**config.mk**
```make
export PLATFORM = sky130hd
export DESIGN_NAME = plru
export DESIGN_NICKNAME = d
export VERILOG_FILES = /design/src/common/cache_pkg.sv /design/src/dcache/plru.sv
export SDC_FILE = /design/constraint.sdc
export NUM_CORES = 1
export LEC_CHECK = 0
export CORE_MARGIN = 2
export CORE_UTILIZATION = 65
export DETAILED_ROUTE_END_ITERATION = 10
export DONT_BUFFER_PORTS = 1
export GPL_ROUTABILITY_DRIVEN = 1
export GPL_TIMING_DRIVEN = 0
export PLACE_DENSITY = 0.78
export SLEW_MARGIN = 20
export SYNTH_ARGS = -nofsm -noshare
export SYNTH_HDL_FRONTEND = slang
export SYNTH_SLANG_ARGS = --single-unit
```
**constraint.sdc**
```tcl
create_clock -name clk -period 4.4 [get_ports clk]
set_input_delay 0.44 -clock clk [delete_from_list [all_inputs] [get_ports clk]]
set_output_delay 0.44 -clock clk [all_outputs]
set_load 0.03 [all_outputs]
```
**src/common/cache_pkg.sv**
```systemverilog
package cache_pkg;

    // 16 sets of 8-word lines, way count comes from the top level
    localparam int SETS = 16;
    localparam int LINE_WORDS = 8;

    localparam int ALIGN_W = 2;
    localparam int OFFSET_W = $clog2(LINE_WORDS);
    localparam int INDEX_W = $clog2(SETS);
    localparam int TAG_W = 32 - INDEX_W - OFFSET_W - ALIGN_W;

    typedef logic [ALIGN_W-1:0] align_t;
    typedef logic [OFFSET_W-1:0] offset_t;
    typedef logic [INDEX_W-1:0] index_t;
    typedef logic [TAG_W-1:0] tag_t;

    typedef struct packed {
        tag_t tag;
        index_t index;
        offset_t offset;
        align_t align;
    } addr_fields_t;

    // same address word, seen raw on the bus or split for lookup
    typedef union packed {
        logic [31:0] raw;
        addr_fields_t f;
    } cache_addr_u;

    typedef struct packed {
        logic valid;
        logic dirty;
        tag_t tag;
    } line_meta_t;

endpackage

```
**src/dcache/plru.sv**
```systemverilog
module plru #(
    parameter int WAYS = 4,
    localparam int WAY_W = $clog2(WAYS)
) (
    input  logic               clk,
    input  logic               resetn,
    input  cache_pkg::index_t  index,
    input  logic               touch,
    input  logic [WAY_W-1:0]   touch_way,
    output logic [WAY_W-1:0]   victim_way
);

    typedef logic [WAYS-2:0] tree_t;

    tree_t tree_q [cache_pkg::SETS];
    tree_t bits;
    tree_t next_bits;

    assign bits = tree_q[index];

    // heap order, node n has children 2n and 2n+1, leaves start at WAYS
    always_comb begin
        int node;
        node = 1;
        for (int l = 0; l < WAY_W; l++) begin
            node = 2 * node + int'(bits[node-1]);
        end
        victim_way = WAY_W'(node - WAYS);
    end

    // point every node on the path away from the touched way
    always_comb begin
        int node;
        logic dir;
        next_bits = bits;
        node = 1;
        for (int l = 0; l < WAY_W; l++) begin
            dir = touch_way[WAY_W-1-l];
            next_bits[node-1] = ~dir;
            node = 2 * node + int'(dir);
        end
    end

    always_ff @(posedge clk) begin
        if (resetn) begin
            for (int s = 0; s < cache_pkg::SETS; s++) begin
                tree_q[s] <= '0;
            end
        end else if (touch) begin
            tree_q[index] <= next_bits;
        end
    end

endmodule

```
==> metrics.cfg <==
[timing]
rsz0062_at_grt = false
setup-tns-final_ns = 0
worst_pin_slew_ns = 0.657
fin_worst_skew_ns = 0.0101
finalCritPeriodShare = 0.655
layout_setup_ws_ns = 1.52
finalSetupViolations = 0
slew_viol_final = 0
finalHoldViolations = 0
fin_crit_ns = 2.88
relSlewSlack = 0.563
fmax_mhz = 347

[power_and_ir_drop]
netSwitchingFraction = 0.228
p_per_area_nw_per_um2 = 363
internal_power_uw = 730
seqPwrFrac = 0.561
cellLeakagePower_uw = 0.000929
p_total_uw = 945
clock_power_share = 0.323
combPwrFrac = 0.117
p_sw_uw = 216
max-vdd-ir-drop_mv = 0.304

[logic_synthesis]
synthCells = 196
yosys.area_share.xor_xnor = 0
syn_avg_cell_area_um2 = 12.4
synth-simple-area-share = 0.204
synth_edf_count = 48
yosys_warnings = 0
synth.area.top_cells = edfxtp_1 (59%), mux4_2 (7.4%), nor2_1 (6.8%), nand2b_1 (4.4%), mux2i_1 (2.5%)
netlist_area_um2 = 2440
synth_top_area_cell = edfxtp_1
yosys_register_bits = 48
async_flop_share = 0
synth_top_cell_area_share = 0.591
synth-seq-area-share = 0.591
synthDistinctLibCells = 31
synth_top_family_by_area = simple AND/OR/NAND/NOR gates
yosys-mux-area-fraction = 0.108
synth_compound_area_frac = 0.0544
synth_fa_ha_area_frac = 0
synth_fp_nets = 205
synthFlopType = edfxtp_1

[setup_path]
critPathSlowestCell = a21oi_1
worstPathRequired_ns = 3.96
arrival_ns = 2.44
cp_cell_sequence = mux4_2, a22oi_1, nand3_1, a21oi_1
reg2reg_depth = 6
endpoint_kind = output port
critPathMaxFanout = 3
crit_buf_inv = 0
max_stage_delay_ns = 0.66
rr_startpoint = tree_q[13][1]
cp-endpoint = victim_way[0]
r2r_setup_slack_ns = 2.41
start_kind = flip-flop
crit_type = reg2out
cpLargestDelayFamily = compound AO/OA/AOI/OAI gates
r2r-end = tree_q[3][1]
cp-startpoint = tree_q[2][0]
path_depth = 4

[floorplan]
die_h_um = 65.2
core_region_area_um2 = 3630
io_pins = 11
die_area_um2 = 4260
std_cell_rows = 22
fp.dieW_um = 65.2
initial_core_util = 0.671

[clock_tree]
holdBufCountCts = 0
path_clk_slew_ns = 0.09
cts_tree = built
clockBufferDepth = 2
worstSkewPairLatency_ns = 0.30
ctsResizeCount = 0
cts_buffers = 5
cts_sinks = 48
postCtsSetupRepairBufs = 0
cts_root_buf = clkbuf_8
cts-htree-levels = 2

[job]
cap_violations = 0

[place]
dpl_worst_slack_ns = 1.59
hpwl_mm = 3.60
port_buffers = 0
globalplace.congestion = 0.983

[routing]
antenna_left = 0
drt_iter0_drc = 121
avgRoutedWirePerCell_um = 19.0
finalWirelength_mm = 4.79
vias_per_cell = 6.00
num_vias = 1511
drtPass1Iterations = 4
remaining_drc_errors = 0

[grt]
grt_pass1_wl_mm = 7.71
overflow = 0
grt_max_degree = 15
grt_pass1_vias = 1465
antenna_found_initial = 0
grt_use_total = 0.261

[finish]
num-fill-cells = 255
largest_reg_flops = 48
nets = 212
areaGrowthSynthToFinish_pct = 6.83
top_register = tree_q
drive_above_1_share = 0.172
diodes = 0
reg.largest.list = tree_q (48)

[min_path]
hp-class = in2reg
hp-start = resetn

[run_status]
status = complete, no violations

## worst register-to-register path: stages (launching register included)
cell and delay (ns):
edfxtp_1 0.39, mux4_2 0.49, nor2_1 0.15, a311oi_2 0.09, o31ai_4 0.35, buf_6 0.22
nor2_1 0.06
## cell usage after synthesis, types with 2 or more instances
master / instances
a21oi_2: 2
a221o_1: 2
a311oi_2: 2
buf_2: 3
buf_6: 4
clkbuf_1: 2
edfxtp_1: 48
inv_1: 3
mux2_2: 2
mux2i_1: 6
mux4_2: 8
nand2_1: 16
nand2b_1: 17
nand3_1: 6
nor2_1: 44
nor2_2: 3
nor2b_1: 4
nor3_1: 9
o21ai_0: 2
o31ai_4: 2
## cells in the final DEF (no fill, tap or decap), types with 3 or more instances in the layout
cell / netlist / final
edfxtp_1: 48 / 48
nor2_1: 44 / 44
nand2b_1: 17 / 17
nand2_1: 16 / 16
nor3_1: 9 / 9
mux4_2: 8 / 8
clkbuf_8: 1 / 6
nand3_1: 6 / 6
mux2i_1: 6 / 6
buf_6: 4 / 4
nor2b_1: 4 / 4
buf_2: 3 / 3
inv_1: 3 / 3
nor2_2: 3 / 3
## area by class of cell
type	count	area, µm²	share of cell area
Sequential cell	48	1440	0.554
Clock buffer	5	68.8	0.0264
Multi-Input combinational cell	133	892	0.343
Clock inverter	3	37.5	0.0144
Tap cell	48	60.1	0.0231
Inverter	3	11.3	0.00432
Buffer	12	92.6	0.0356
## logic make-up after synthesis
kind of cell           Yosys count
AO/OA/AOI/OAI                   12
multiplexers                    16
flip-flops                      48
buffers and inverters           15
AND/OR/NAND/NOR                105
## metal layers
metal,vias to the layer above,wire (µm),GRT usage,part of all wire
met1,721,1910,0.350,0.40
met2,66,2350,0.402,0.49
li1,715,-,-,-
met3,9,401,0.0788,0.084
met4,0,130,0.109,0.027
met5,-,0,0,0
## power by group through the flow
stage               Sequential, µW  Combinational [µW]  Clock (µW)
global route                   532                 118         328
CTS                            530                 109         307
global placement               540                 107           0
floorplan                      536                87.6           0
detailed placement             541                 109           0
finish                         530                 110         305
## metrics by stage
stage          utilization  hold slack (ns)  cells  area (µm²)
2_1_floorplan            -            0.693    196        2440
3_3_place_gp         0.687            0.718    244        2500
3_5_place_dp         0.687            0.729    244        2500
4_1_cts              0.717            0.415    252        2600
5_1_grt              0.717            0.429    252        2600
6_report             0.717            0.423    252        2600
## worst min-delay path by stage
stage | end | slack, ns | cells after the start
3_3_place_gp | tree_q[14][0] | 0.72 | 1
2_1_floorplan | tree_q[1][2] | 0.69 | 2
5_1_grt | tree_q[1][2] | 0.43 | 1
3_5_place_dp | tree_q[14][0] | 0.73 | 1
4_1_cts | tree_q[14][2] | 0.42 | 1
6_report | tree_q[0][0] | 0.42 | 1
Note: power is estimated with default switching activity, not from simulation.
