===== src/common/cache_pkg.sv =====
package cache_pkg;

    // 16 sets of 8-word lines, way count comes from the top level
    localparam int SETS = 16;
    localparam int LINE_WORDS = 8;

    localparam int ALIGN_W = 2;
    localparam int OFFSET_W = $clog2(LINE_WORDS);
    localparam int INDEX_W = $clog2(SETS);
    localparam int TAG_W = 32 - INDEX_W - OFFSET_W - ALIGN_W;

    typedef logic [ALIGN_W-1:0] align_t;
    typedef logic [OFFSET_W-1:0] offset_t;
    typedef logic [INDEX_W-1:0] index_t;
    typedef logic [TAG_W-1:0] tag_t;

    typedef struct packed {
        tag_t tag;
        index_t index;
        offset_t offset;
        align_t align;
    } addr_fields_t;

    // same address word, seen raw on the bus or split for lookup
    typedef union packed {
        logic [31:0] raw;
        addr_fields_t f;
    } cache_addr_u;

    typedef struct packed {
        logic valid;
        logic dirty;
        tag_t tag;
    } line_meta_t;

endpackage


===== src/common/bus_pkg.sv =====
package bus_pkg;

    typedef logic [31:0] word_t;
    typedef logic [31:0] addr_t;
    typedef logic [3:0] strobe_t;

    // burst size in beats minus one
    typedef logic [3:0] len_t;

    // processor data port
    typedef struct packed {
        logic valid;
        addr_t addr;
        strobe_t strobe;
        word_t data;
    } dbus_req_t;

    typedef struct packed {
        logic addr_ok;
        logic data_ok;
        word_t data;
    } dbus_resp_t;

    // burst memory port
    typedef struct packed {
        logic valid;
        logic is_write;
        addr_t addr;
        word_t data;
        len_t len;
    } cbus_req_t;

    typedef struct packed {
        logic ready;
        logic last;
        word_t data;
    } cbus_resp_t;

endpackage


===== src/dcache/dcache_ctrl.sv =====
module dcache_ctrl #(
    parameter int WAYS = 4,
    localparam int WAY_W = $clog2(WAYS)
) (
    input  logic                   clk,
    input  logic                   resetn,
    input  bus_pkg::dbus_req_t     dreq,
    output bus_pkg::dbus_resp_t    dresp,
    output bus_pkg::cbus_req_t     creq,
    input  bus_pkg::cbus_resp_t    cresp,
    output cache_pkg::index_t      meta_index,
    output cache_pkg::tag_t        meta_tag,
    output logic                   set_dirty,
    input  logic                   hit,
    input  logic [WAY_W-1:0]       hit_way,
    input  logic [WAY_W-1:0]       victim_way,
    input  cache_pkg::line_meta_t  victim_meta,
    output logic                   meta_we,
    output logic [WAY_W-1:0]       meta_way,
    output cache_pkg::line_meta_t  meta_wdata,
    output logic                   touch,
    output logic [WAY_W-1:0]       touch_way,
    output logic                   ram_en,
    output bus_pkg::strobe_t       ram_strobe,
    output logic [WAY_W-1:0]       ram_way,
    output cache_pkg::index_t      ram_index,
    output cache_pkg::offset_t     ram_offset,
    output bus_pkg::word_t         ram_wdata,
    input  bus_pkg::word_t         ram_rdata
);

    typedef enum logic [1:0] {IDLE, WRITEBACK, REFILL} state_t;

    state_t state_q;
    cache_pkg::cache_addr_u req_addr;
    cache_pkg::cache_addr_u wb_addr;
    cache_pkg::cache_addr_u rf_addr;
    logic [WAY_W-1:0] vway_q;
    cache_pkg::tag_t vtag_q;
    cache_pkg::offset_t beat_q;
    logic primed_q;
    bus_pkg::word_t stage_q;
    logic data_ok_q;
    logic req_hit;
    logic req_miss;
    logic beat_ok;
    logic refill_done;

    assign req_addr.raw = dreq.addr;

    assign req_hit = (state_q == IDLE) && dreq.valid && hit;
    assign req_miss = (state_q == IDLE) && dreq.valid && !hit;
    assign beat_ok = creq.valid && cresp.ready;
    assign refill_done = (state_q == REFILL) && beat_ok && cresp.last;

    assign meta_index = req_addr.f.index;
    assign meta_tag = req_addr.f.tag;
    assign set_dirty = req_hit && (|dreq.strobe);

    assign dresp.addr_ok = req_hit;
    assign dresp.data_ok = data_ok_q;
    assign dresp.data = ram_rdata;

    // last refill beat installs the line clean
    assign meta_we = refill_done;
    assign meta_way = vway_q;
    assign meta_wdata = '{valid: 1'b1, dirty: 1'b0, tag: req_addr.f.tag};

    assign touch = req_hit || refill_done;
    assign touch_way = req_hit ? hit_way : vway_q;

    // burst addresses always start at word 0
    always_comb begin
        wb_addr.f.tag = vtag_q;
        wb_addr.f.index = req_addr.f.index;
        wb_addr.f.offset = '0;
        wb_addr.f.align = '0;
        rf_addr.f.tag = req_addr.f.tag;
        rf_addr.f.index = req_addr.f.index;
        rf_addr.f.offset = '0;
        rf_addr.f.align = '0;
    end

    assign creq.valid = ((state_q == WRITEBACK) && primed_q) || (state_q == REFILL);
    assign creq.is_write = (state_q == WRITEBACK);
    assign creq.addr = (state_q == WRITEBACK) ? wb_addr.raw : rf_addr.raw;
    assign creq.data = stage_q;
    assign creq.len = bus_pkg::len_t'(cache_pkg::LINE_WORDS - 1);

    assign ram_index = req_addr.f.index;

    always_comb begin
        ram_en = 1'b0;
        ram_strobe = '0;
        ram_way = hit_way;
        ram_offset = req_addr.f.offset;
        ram_wdata = dreq.data;
        unique case (state_q)
            IDLE: begin
                if (req_hit) begin
                    ram_en = 1'b1;
                    ram_strobe = dreq.strobe;
                end else if (req_miss) begin
                    // fetch victim word 0 early in case it needs writing back
                    ram_en = 1'b1;
                    ram_way = victim_way;
                    ram_offset = '0;
                end
            end
            WRITEBACK: begin
                // ram output runs one word ahead of the staging register
                ram_en = !primed_q || beat_ok;
                ram_way = vway_q;
                ram_offset = primed_q ? cache_pkg::offset_t'(beat_q + 3'd2)
                                      : cache_pkg::offset_t'(1);
            end
            REFILL: begin
                ram_en = beat_ok;
                ram_strobe = '1;
                ram_way = vway_q;
                ram_offset = beat_q;
                ram_wdata = cresp.data;
            end
            default: begin
            end
        endcase
    end

    always_ff @(posedge clk) begin
        if (resetn) begin
            state_q <= IDLE;
            data_ok_q <= 1'b0;
            primed_q <= 1'b0;
            beat_q <= '0;
        end else begin
            data_ok_q <= req_hit;
            unique case (state_q)
                IDLE: begin
                    if (req_miss) begin
                        beat_q <= '0;
                        primed_q <= 1'b0;
                        if (victim_meta.valid && victim_meta.dirty) begin
                            state_q <= WRITEBACK;
                        end else begin
                            state_q <= REFILL;
                        end
                    end
                end
                WRITEBACK: begin
                    if (!primed_q) begin
                        primed_q <= 1'b1;
                    end else if (beat_ok) begin
                        beat_q <= beat_q + 1'b1;
                        if (cresp.last) begin
                            state_q <= REFILL;
                            primed_q <= 1'b0;
                            beat_q <= '0;
                        end
                    end
                end
                REFILL: begin
                    if (beat_ok) begin
                        beat_q <= beat_q + 1'b1;
                        if (cresp.last) begin
                            state_q <= IDLE;
                        end
                    end
                end
                default: begin
                    state_q <= IDLE;
                end
            endcase
        end
    end

    // victim captured when the miss is seen
    always_ff @(posedge clk) begin
        if (req_miss) begin
            vway_q <= victim_way;
            vtag_q <= victim_meta.tag;
        end
        if ((state_q == WRITEBACK) && (!primed_q || beat_ok)) begin
            stage_q <= ram_rdata;
        end
    end

    a_creq_stable: assert property (@(posedge clk) disable iff (resetn)
        creq.valid && !cresp.ready |=> creq.valid && $stable(creq.addr)
            && $stable(creq.is_write) && $stable(creq.data));

endmodule


===== config.mk =====
export PLATFORM = sky130hd
export DESIGN_NAME = dcache_ctrl
export DESIGN_NICKNAME = d
export VERILOG_FILES = /design/src/common/cache_pkg.sv /design/src/common/bus_pkg.sv /design/src/dcache/dcache_ctrl.sv
export SDC_FILE = /design/constraint.sdc
export NUM_CORES = 1
export LEC_CHECK = 0
export ABC_AREA = 1
export BUFFER_PORTS_ARGS = -buffer_cell sky130_fd_sc_hd__buf_2
export CAP_MARGIN = 10
export CORE_AREA = 2 2 145 147
export DETAILED_ROUTE_END_ITERATION = 6
export DIE_AREA = 0 0 147 149
export PLACE_DENSITY = 0.46
export SKIP_LAST_GASP = 1
export SLEW_MARGIN = 20
export SYNTH_ARGS = -nofsm -noshare
export SYNTH_HDL_FRONTEND = slang
export SYNTH_SLANG_ARGS = --single-unit

===== constraint.sdc =====
create_clock -name clk -period 5.4 [get_ports clk]
set_clock_uncertainty 0.1 [all_clocks]
set_input_delay 1.08 -clock clk [delete_from_list [all_inputs] [get_ports clk]]
set_output_delay 1.08 -clock clk [all_outputs]
set_load 0.01 [all_outputs]

==> key figures, run 1 <==
Synthesis
  – Cell taking the most area after synthesis: edfxtp_1
  – Largest cells by area after synthesis: edfxtp_1, buf_4, nand2_1
  – Synthesized area per cell: 8.431 um^2
  – Netlist cell types: 27
  – Post-Synth Simple-Gate Area: 0.2350
  – Register area share after synthesis: 0.4713
  – Multiplexer area fraction after synthesis: 0
  – Adder-Cell Fraction of Synth Area: 0.01911
  – Synthesized area: 3929 um^2
  – Main combinational cell family by area after synthesis: buffers and inverters
  – Yosys warns: 0
  – Syn Inst Count: 466
  – Post-Synth XOR/XNOR Area: 0
  – Synth Area in Compound Gates: 0.03726
  – Yosys reg bits: 64
  – Post-synth top area share: 0.4357

Power and ir drop
  – Max rail drop VDD: 0.1848 mV
  – Leakage power total: 0.002965 uW
  – Int Power: 1408 uW
  – Sw Share: 0.4148
  – Sw Pwr: 998.0 uW
  – Logic pwr share: 0.459
  – Clock Power Share: 0.269
  – Sequential power share: 0.272
  – Pwr Density: 431.7 nW/um^2

Finish
  – Layout cells sized above 1: 0.5304
  – Final core utilization: 0.2711
  – Most common cell after layout, fill and taps aside: buf_2
  – Commonest cells after routing, fill and taps aside: buf_2, nand2_1, edfxtp_1
  – Final nets: 892
  – Post-Layout Cell Count: 1000
  – Fillers: 2238
  – Area Overhead vs Synth: 41.85%

Placement
  – GPL Wtd Cong: 0.7705
  – Placed cells: 983
  – IO Port Bufs: 346
  – DP HPWL: 12.33 mm

Clocking
  – CTS sink count: 64
  – Clk root buf: clkbuf_16
  – Setup Buffers After CTS: 0
  – H-tree levels: 3
  – Num CTS Buffers: 9
  – CTS tree: yes
  – Skew-Pair Late Insertion Delay: 0.34 ns
  – Clock-pin slew on the worst setup and hold paths: 0.06 ns
  – Clock buffer depth: 2
  – Hold buffer count at CTS: 0
  – Post-CTS Resized: 0

Critical path
  – Crit Path Class: flop to output port
  – WP data required: 4.22 ns
  – Reg2reg start: state_q[0]$_SDFFE_PP0P_
  – CP Launch Type: flop
  – Setup slack, reg-to-reg: 3.05 ns
  – Critical path endpoint category: output port
  – Reg2reg path depth: 10
  – Critical Path AT: 2.47 ns
  – Worst-path maximum fanout: 40
  – RR Endpoint: state_q[0]$_SDFFE_PP0P_

Global routing
  – First-pass GRT wire length: 20.69 mm
  – GRT overflow: 0
  – Largest net degree at the start of global routing: 41
  – Initial antenna violation count: 1
  – Gr usage total: 0.1291
  – Number of global-route vias before repair: 3572

Floorplanning
  – Die X: 147 um
  – Starting Density: 0.1911
  – Core area: 20560 um^2
  – Die area: 21900 um^2
  – Row count: 53
  – Die H: 149 um
  – Io pins: 376

Hold path
  – Worst Hold End: beat_q[0]$_SDFFE_PP0P_
  – HP Class: flop to flop
  – Worst hold start: beat_q[0]$_SDFFE_PP0P_
  – Hold Crit Depth: 2

Detailed routing
  – Vias: 3819
  – Routed Antenna Nets: 0
  – Vias per cell: 3.819
  – # DRC: 0
  – DR WL/cell: 14.98 um
  – Routed WL: 14.98 mm
  – First-pass DRT Iterations: 4
  – Initial DRC Count: 129

STA
  – Slew headroom: 0.5488
  – Unrepaired setup endpoints after global routing: no
  – Final setup fails: 0
  – Least-Margin Pin Slew: 0.6759 ns
  – Fin. max-slew vios: 0
  – Hold Violations, Final: 0
  – Setup total negative slack: 0 ns
  – Minimum clock period: 3.646 ns
  – Fmax: 274.3 MHz
  – Final worst path period share: 0.6752

Run
  – Max Cap Violations: 0

Outcome
  – Status: finished clean
==> cells in the mapped netlist <==
cell / n
inv_1: 18
nand2_2: 5
nand3_2: 2
nand3_1: 4
edfxtp_1: 57
a21oi_1: 7
dfxtp_1: 7
conb_1: 2
nand4_1: 6
o21ai_1: 6
inv_2: 3
nor2_2: 3
o21ai_0: 10
nand2_1: 195
buf_4: 103
ha_1: 6
buf_2: 5
o22ai_1: 1
a41oi_1: 1
inv_4: 1
o211ai_1: 1
nor2_4: 1
clkbuf_1: 8
buf_6: 1
nor2_1: 11
a21oi_2: 1
nand2_4: 1
==> metrics by stage <==
stage | setup slack (ns) | power [uW] | instance area (um^2) | hold WS, ns
3_5_place_dp | 1.721 | 1800 | 5240 | 0.4051
3_3_place_gp | 1.727 | 1806 | 5240 | 0.4009
4_1_cts | 1.705 | 2465 | 5570 | 0.4168
2_1_floorplan | 1.136 | 1337 | 3963 | 0.3664
5_1_grt | 1.520 | 2583 | 5570 | 0.4395
6_report | 1.754 | 2406 | 5573 | 0.4170
==> worst max path at each step <==
stage                                  startpoint            end  slack, ns  cells after the start
after floorplan                         cresp[33]         ram_en       1.14                      4
after global placement                        hit     ram_way[1]       1.73                     10
after detailed placement                      hit     ram_way[1]       1.72                     10
after CTS                                     hit     ram_way[1]       1.71                     10
after global routing      state_q[0]$_SDFFE_PP0P_  ram_offset[0]       1.52                      8
final                     state_q[0]$_SDFFE_PP0P_  ram_offset[0]       1.75                      8
==> power by group through the flow <==
stage / sequential, uW / clock [uW] / combinational [uW]
finish: 654 / 647 / 1100
global placement: 663 / 0 / 1140
CTS: 656 / 669 / 1140
floorplan: 686 / 0 / 651
detailed placement: 665 / 0 / 1130
global route: 663 / 687 / 1230
==> sequential cells by signal (all words and copies together) (netlist names) <==
name       flops
stage_q       32
vtag_q        23
beat_q         3
meta_way       2
state_q        2
data_ok_q      1
primed_q       1
==> layer usage <==
metal  global-route usage  vias to the layer above  share of wire
li1                     -                     1880              -
met1               0.1420                     1692           0.38
met2               0.2322                      229           0.50
met3              0.04281                       18          0.090
met4              0.04808                        0          0.021
met5                    0                        -              0
==> worst max-delay path, cell delays in order, from the launching register on <==
cell     delay (ns)
dfxtp_1        0.38
inv_1          0.09
ha_1           0.19
buf_4          0.26
inv_2          0.56
nand2_2        0.17
o21ai_0        0.17
o21ai_0        0.12
buf_2          0.16
==> cell families (layout without fill, tap and decap cells) <==
family,after synthesis,after routing
other,2,12
adders and majority gates,6,6
buffers and inverters,139,388
AOI/OAI and AO/OA,27,27
and+or+nand+nor,228,228
DFF,64,64
==> cell type report <==
class | instances | area (um^2) | share of cell area
antenna | 1 | 2.502 | 0.0004490
clock buffer | 9 | 225.2 | 0.04041
clock inverter | 7 | 105.1 | 0.01886
inverter | 22 | 85.08 | 0.01527
multi-input combinational | 272 | 1197 | 0.2149
sequential | 64 | 1852 | 0.3323
tap | 275 | 344.1 | 0.06174
timing repair buffer | 350 | 1762 | 0.3161
No activity file was read; power rests on OpenSTA's default activity.
==> inputs of run 2 (changes only) <==
- ABC_AREA: 1 -> 0
- CORE_AREA: 2 2 145 147 -> 2 2 144 146
- DIE_AREA: 0 0 147 149 -> 0 0 146 148
- clock period: 5.4 -> 3.5 ns (I/O delays scaled with it)
==> run 2 against run 1 <==
  * Total power up 20%
  * Sequential share of layout area is 0.56 points higher
  * Design area down 1.7%
  * First-iteration DRC count down 51%
  * Combinational power shrank 9.5%
  * Via count decreased by 18%
  * Final cell count is 15% lower
  * Global-route usage fell by 3.0 points
  * Utilization rose by 0.24 points
  * Count of clock-buffer cells in the layout unchanged
  * Largest cell class unchanged
==> key figures, run 2 <==
Synthesis
  – Number of synthesized flops with an enable pin: 57 (unchanged)
  – Cell with the most instances after synthesis: buf_4
  – Netlist cell types: 42 (+56%)
  – Yosys reg bits: 64 (unchanged)
  – Post-synth ARST share: 0 (unchanged)
  – Synthesized area: 3836 um^2 (-2.4%)
  – Syn Inst Count: 314 (-33%)
  – Synth top cells by count: buf_4, edfxtp_1, mux2_2
  – Post-synth top area share: 0.4462 (+0.01052)
  – Cell taking the most area after synthesis: edfxtp_1
  – Synth Flop Type: edfxtp_1
  – Synthesized area per cell: 12.22 um^2 (+45%)
  – Largest cells by area after synthesis: edfxtp_1, buf_4, mux2_2
  – Register area share after synthesis: 0.4827 (+0.01138)
  – Yosys warns: 0 (unchanged)

Clocking
  – Clock buffer depth: 2 (unchanged)
  – Post-CTS Resized: 0 (unchanged)
  – H-tree levels: 3 (unchanged)
  – Clk root buf: clkbuf_16
  – CTS sink count: 64 (unchanged)
  – Skew-Pair Late Insertion Delay: 0.33 ns (about the same)
  – Hold buffer count at CTS: 0 (unchanged)
  – CTS tree: yes
  – Setup Buffers After CTS: 0 (unchanged)
  – Num CTS Buffers: 9 (unchanged)
  – Clock-pin slew on the worst setup and hold paths: 0.05 ns (about the same)

Global routing
  – GRT overflow: 0 (unchanged)
  – First-pass GRT wire length: 16.34 mm (-21%)
  – Initial antenna violation count: 1 (unchanged)
  – Number of global-route vias before repair: 2952 (-17%)
  – Largest net degree at the start of global routing: 43 (+4.9%)
  – Gr usage total: 0.09936 (-0.02974)

Detailed routing
  – Routed Antenna Nets: 0 (unchanged)
  – Vias: 3150 (-18%)
  – DR WL/cell: 13.66 um (-8.8%)
  – Initial DRC Count: 63 (-51%)
  – Vias per cell: 3.723 (-2.5%)
  – Routed WL: 11.56 mm (-23%)
  – # DRC: 0 (unchanged)
  – First-pass DRT Iterations: 4 (unchanged)

Critical path
  – RR Endpoint: beat_q[1]$_SDFFE_PP0P_
  – CP Launch Type: flop
  – CP Capture Point: creq[61]
  – Reg2reg path depth: 6 (-4)
  – Setup slack, reg-to-reg: 1.35 ns (-1.70 ns)
  – WP data required: 2.70 ns (-1.52 ns)
  – Crit Path Class: flop to output port
  – Critical Path AT: 2.05 ns (-0.42 ns)
  – Critical path endpoint category: output port
  – Worst setup startpoint: state_q[1]$_SDFFE_PP0P_
  – Worst-path maximum fanout: 23 (-43%)
  – Reg2reg start: state_q[0]$_SDFFE_PP0P_

STA
  – Final Hold Slack: 0.4256 ns (+0.008571 ns)
  – Setup slack after layout: 0.6524 ns (-1.102 ns)
  – Fin. max-slew vios: 0 (unchanged)
  – Minimum clock period: 2.848 ns
  – Final worst path period share: 0.8136
  – Fmax: 351.2 MHz
  – Unrepaired setup endpoints after global routing: no
  – Setup total negative slack: 0 ns (unchanged)
  – Final setup fails: 0 (unchanged)
  – Hold Violations, Final: 0 (unchanged)

Finish
  – # diodes: 0 (-1)
  – Commonest cells after routing, fill and taps aside: buf_2, edfxtp_1, mux2_2
  – Number of flip-flops in the largest register: 32 (unchanged)
  – Layout cells sized above 1: 0.7413 (+0.2109)
  – Final core utilization: 0.2735 (+0.002388)
  – Area Overhead vs Synth: 42.86%
  – Final nets: 744 (-17%)
  – Top Registers: stage_q: 32 flops, vtag_q: 23 flops, beat_q: 3 flops
  – Design area: 5480 um^2 (-1.7%)
  – Most flops, register: stage_q
  – Most common cell after layout, fill and taps aside: buf_2

Outcome
  – Status: finished clean

Placement
  – Cell area after placement: 5161 um^2 (-1.5%)
  – IO Port Bufs: 346 (unchanged)
  – GPL Wtd Cong: 0.7162 (-7.0%)
  – Dpl ws: 0.9442 ns (-0.7765 ns)
  – DP HPWL: 9.385 mm (-24%)

Floorplanning
  – Die area: 21610 um^2 (-1.3%)
  – Die X: 146 um (-0.68%)
  – Row count: 52 (-1.9%)
  – Die H: 148 um (-0.67%)
  – Starting Density: 0.1914 (+0.0003197)
  – Core area: 20040 um^2 (-2.5%)
  – Io pins: 376 (unchanged)

Power and ir drop
  – Max rail drop VDD: 0.2654 mV (+44%)
  – Sequential power share: 0.322 (+0.050)
  – Clock Power Share: 0.334 (+0.065)
  – Sw Share: 0.3091 (-0.1057)
  – Int Power: 2000 uW (+42%)
  – Leakage power total: 0.002618 uW (-12%)
  – Sw Pwr: 894.8 uW (-10%)
  – Logic pwr share: 0.344 (-0.115)
  – Pwr Density: 528.2 nW/um^2 (+22%)

Run
  – Max Cap Violations: 0 (unchanged)

Hold path
  – HP Class: flop to flop
==> run 2: power by group through the flow <==
stage          clock (uW)  combinational, uW  sequential [uW]
6_report              968                995              931
3_3_place_gp            0               1010              947
5_1_grt              1040               1090              938
4_1_cts              1010               1010              932
2_1_floorplan           0                656              958
3_5_place_dp            0               1010              948
==> run 2: worst min-delay path by stage <==
stage,startpoint,cells after the start,to,slack [ns]
after global placement,beat_q[0]$_SDFFE_PP0P_,2,beat_q[0]$_SDFFE_PP0P_,0.41
final,beat_q[0]$_SDFFE_PP0P_,2,beat_q[0]$_SDFFE_PP0P_,0.43
after global routing,victim_meta[5],1,vtag_q[5]$_DFFE_PP_,0.41
after CTS,victim_meta[21],1,vtag_q[21]$_DFFE_PP_,0.42
after detailed placement,beat_q[0]$_SDFFE_PP0P_,2,beat_q[0]$_SDFFE_PP0P_,0.42
after floorplan,beat_q[0]$_SDFFE_PP0P_,2,beat_q[0]$_SDFFE_PP0P_,0.37
==> run 2: cells by family (layout without fill, tap and decap cells) <==
family          Yosys count  in the layout  synth area share
other cells               2             11          0.001958
flops                    64             64            0.4827
buf+inv                 118            371            0.2185
fa+ha+maj                 6              6           0.01957
xor+xnor                  1              1          0.002284
mux                      55             55            0.1614
compound gates           34             34           0.06654
simple gates             34             34           0.04697
==> run 2: cell type report <==
class                   count  area [um^2]
flip-flops and latches     64         1852
clock buffers               9        225.2
clock inverters             7        93.84
fillers                  2150        14560
repair buffers            350         1762
multi-input cells         141         1191
inverters                   5        18.77
well taps                 270        337.8
==> run 2: stage by stage <==
| stage | total power (uW) | cells |
|---|---|---|
| 2_1_floorplan | 1614 | 323 |
| 3_3_place_gp | 1960 | 830 |
| 3_5_place_dp | 1958 | 830 |
| 4_1_cts | 2959 | 846 |
| 5_1_grt | 3069 | 846 |
| 6_report | 2895 | 846 |
==> run 2: critical path: stages (launching register included) <==
cell,delay [ns]
dfxtp_1,0.35
inv_1,0.09
ha_1,0.37
buf_4,0.38
mux2_2,0.38
buf_2,0.14
==> run 2: metal layers <==
layer  routed length, um  vias to the layer above  track usage
met3                1115                       10      0.04660
met4                  91                        2      0.02379
met5                  16                        -            0
met2                5718                      184       0.1630
met1                4616                     1433       0.1186
li1                    -                     1521            -
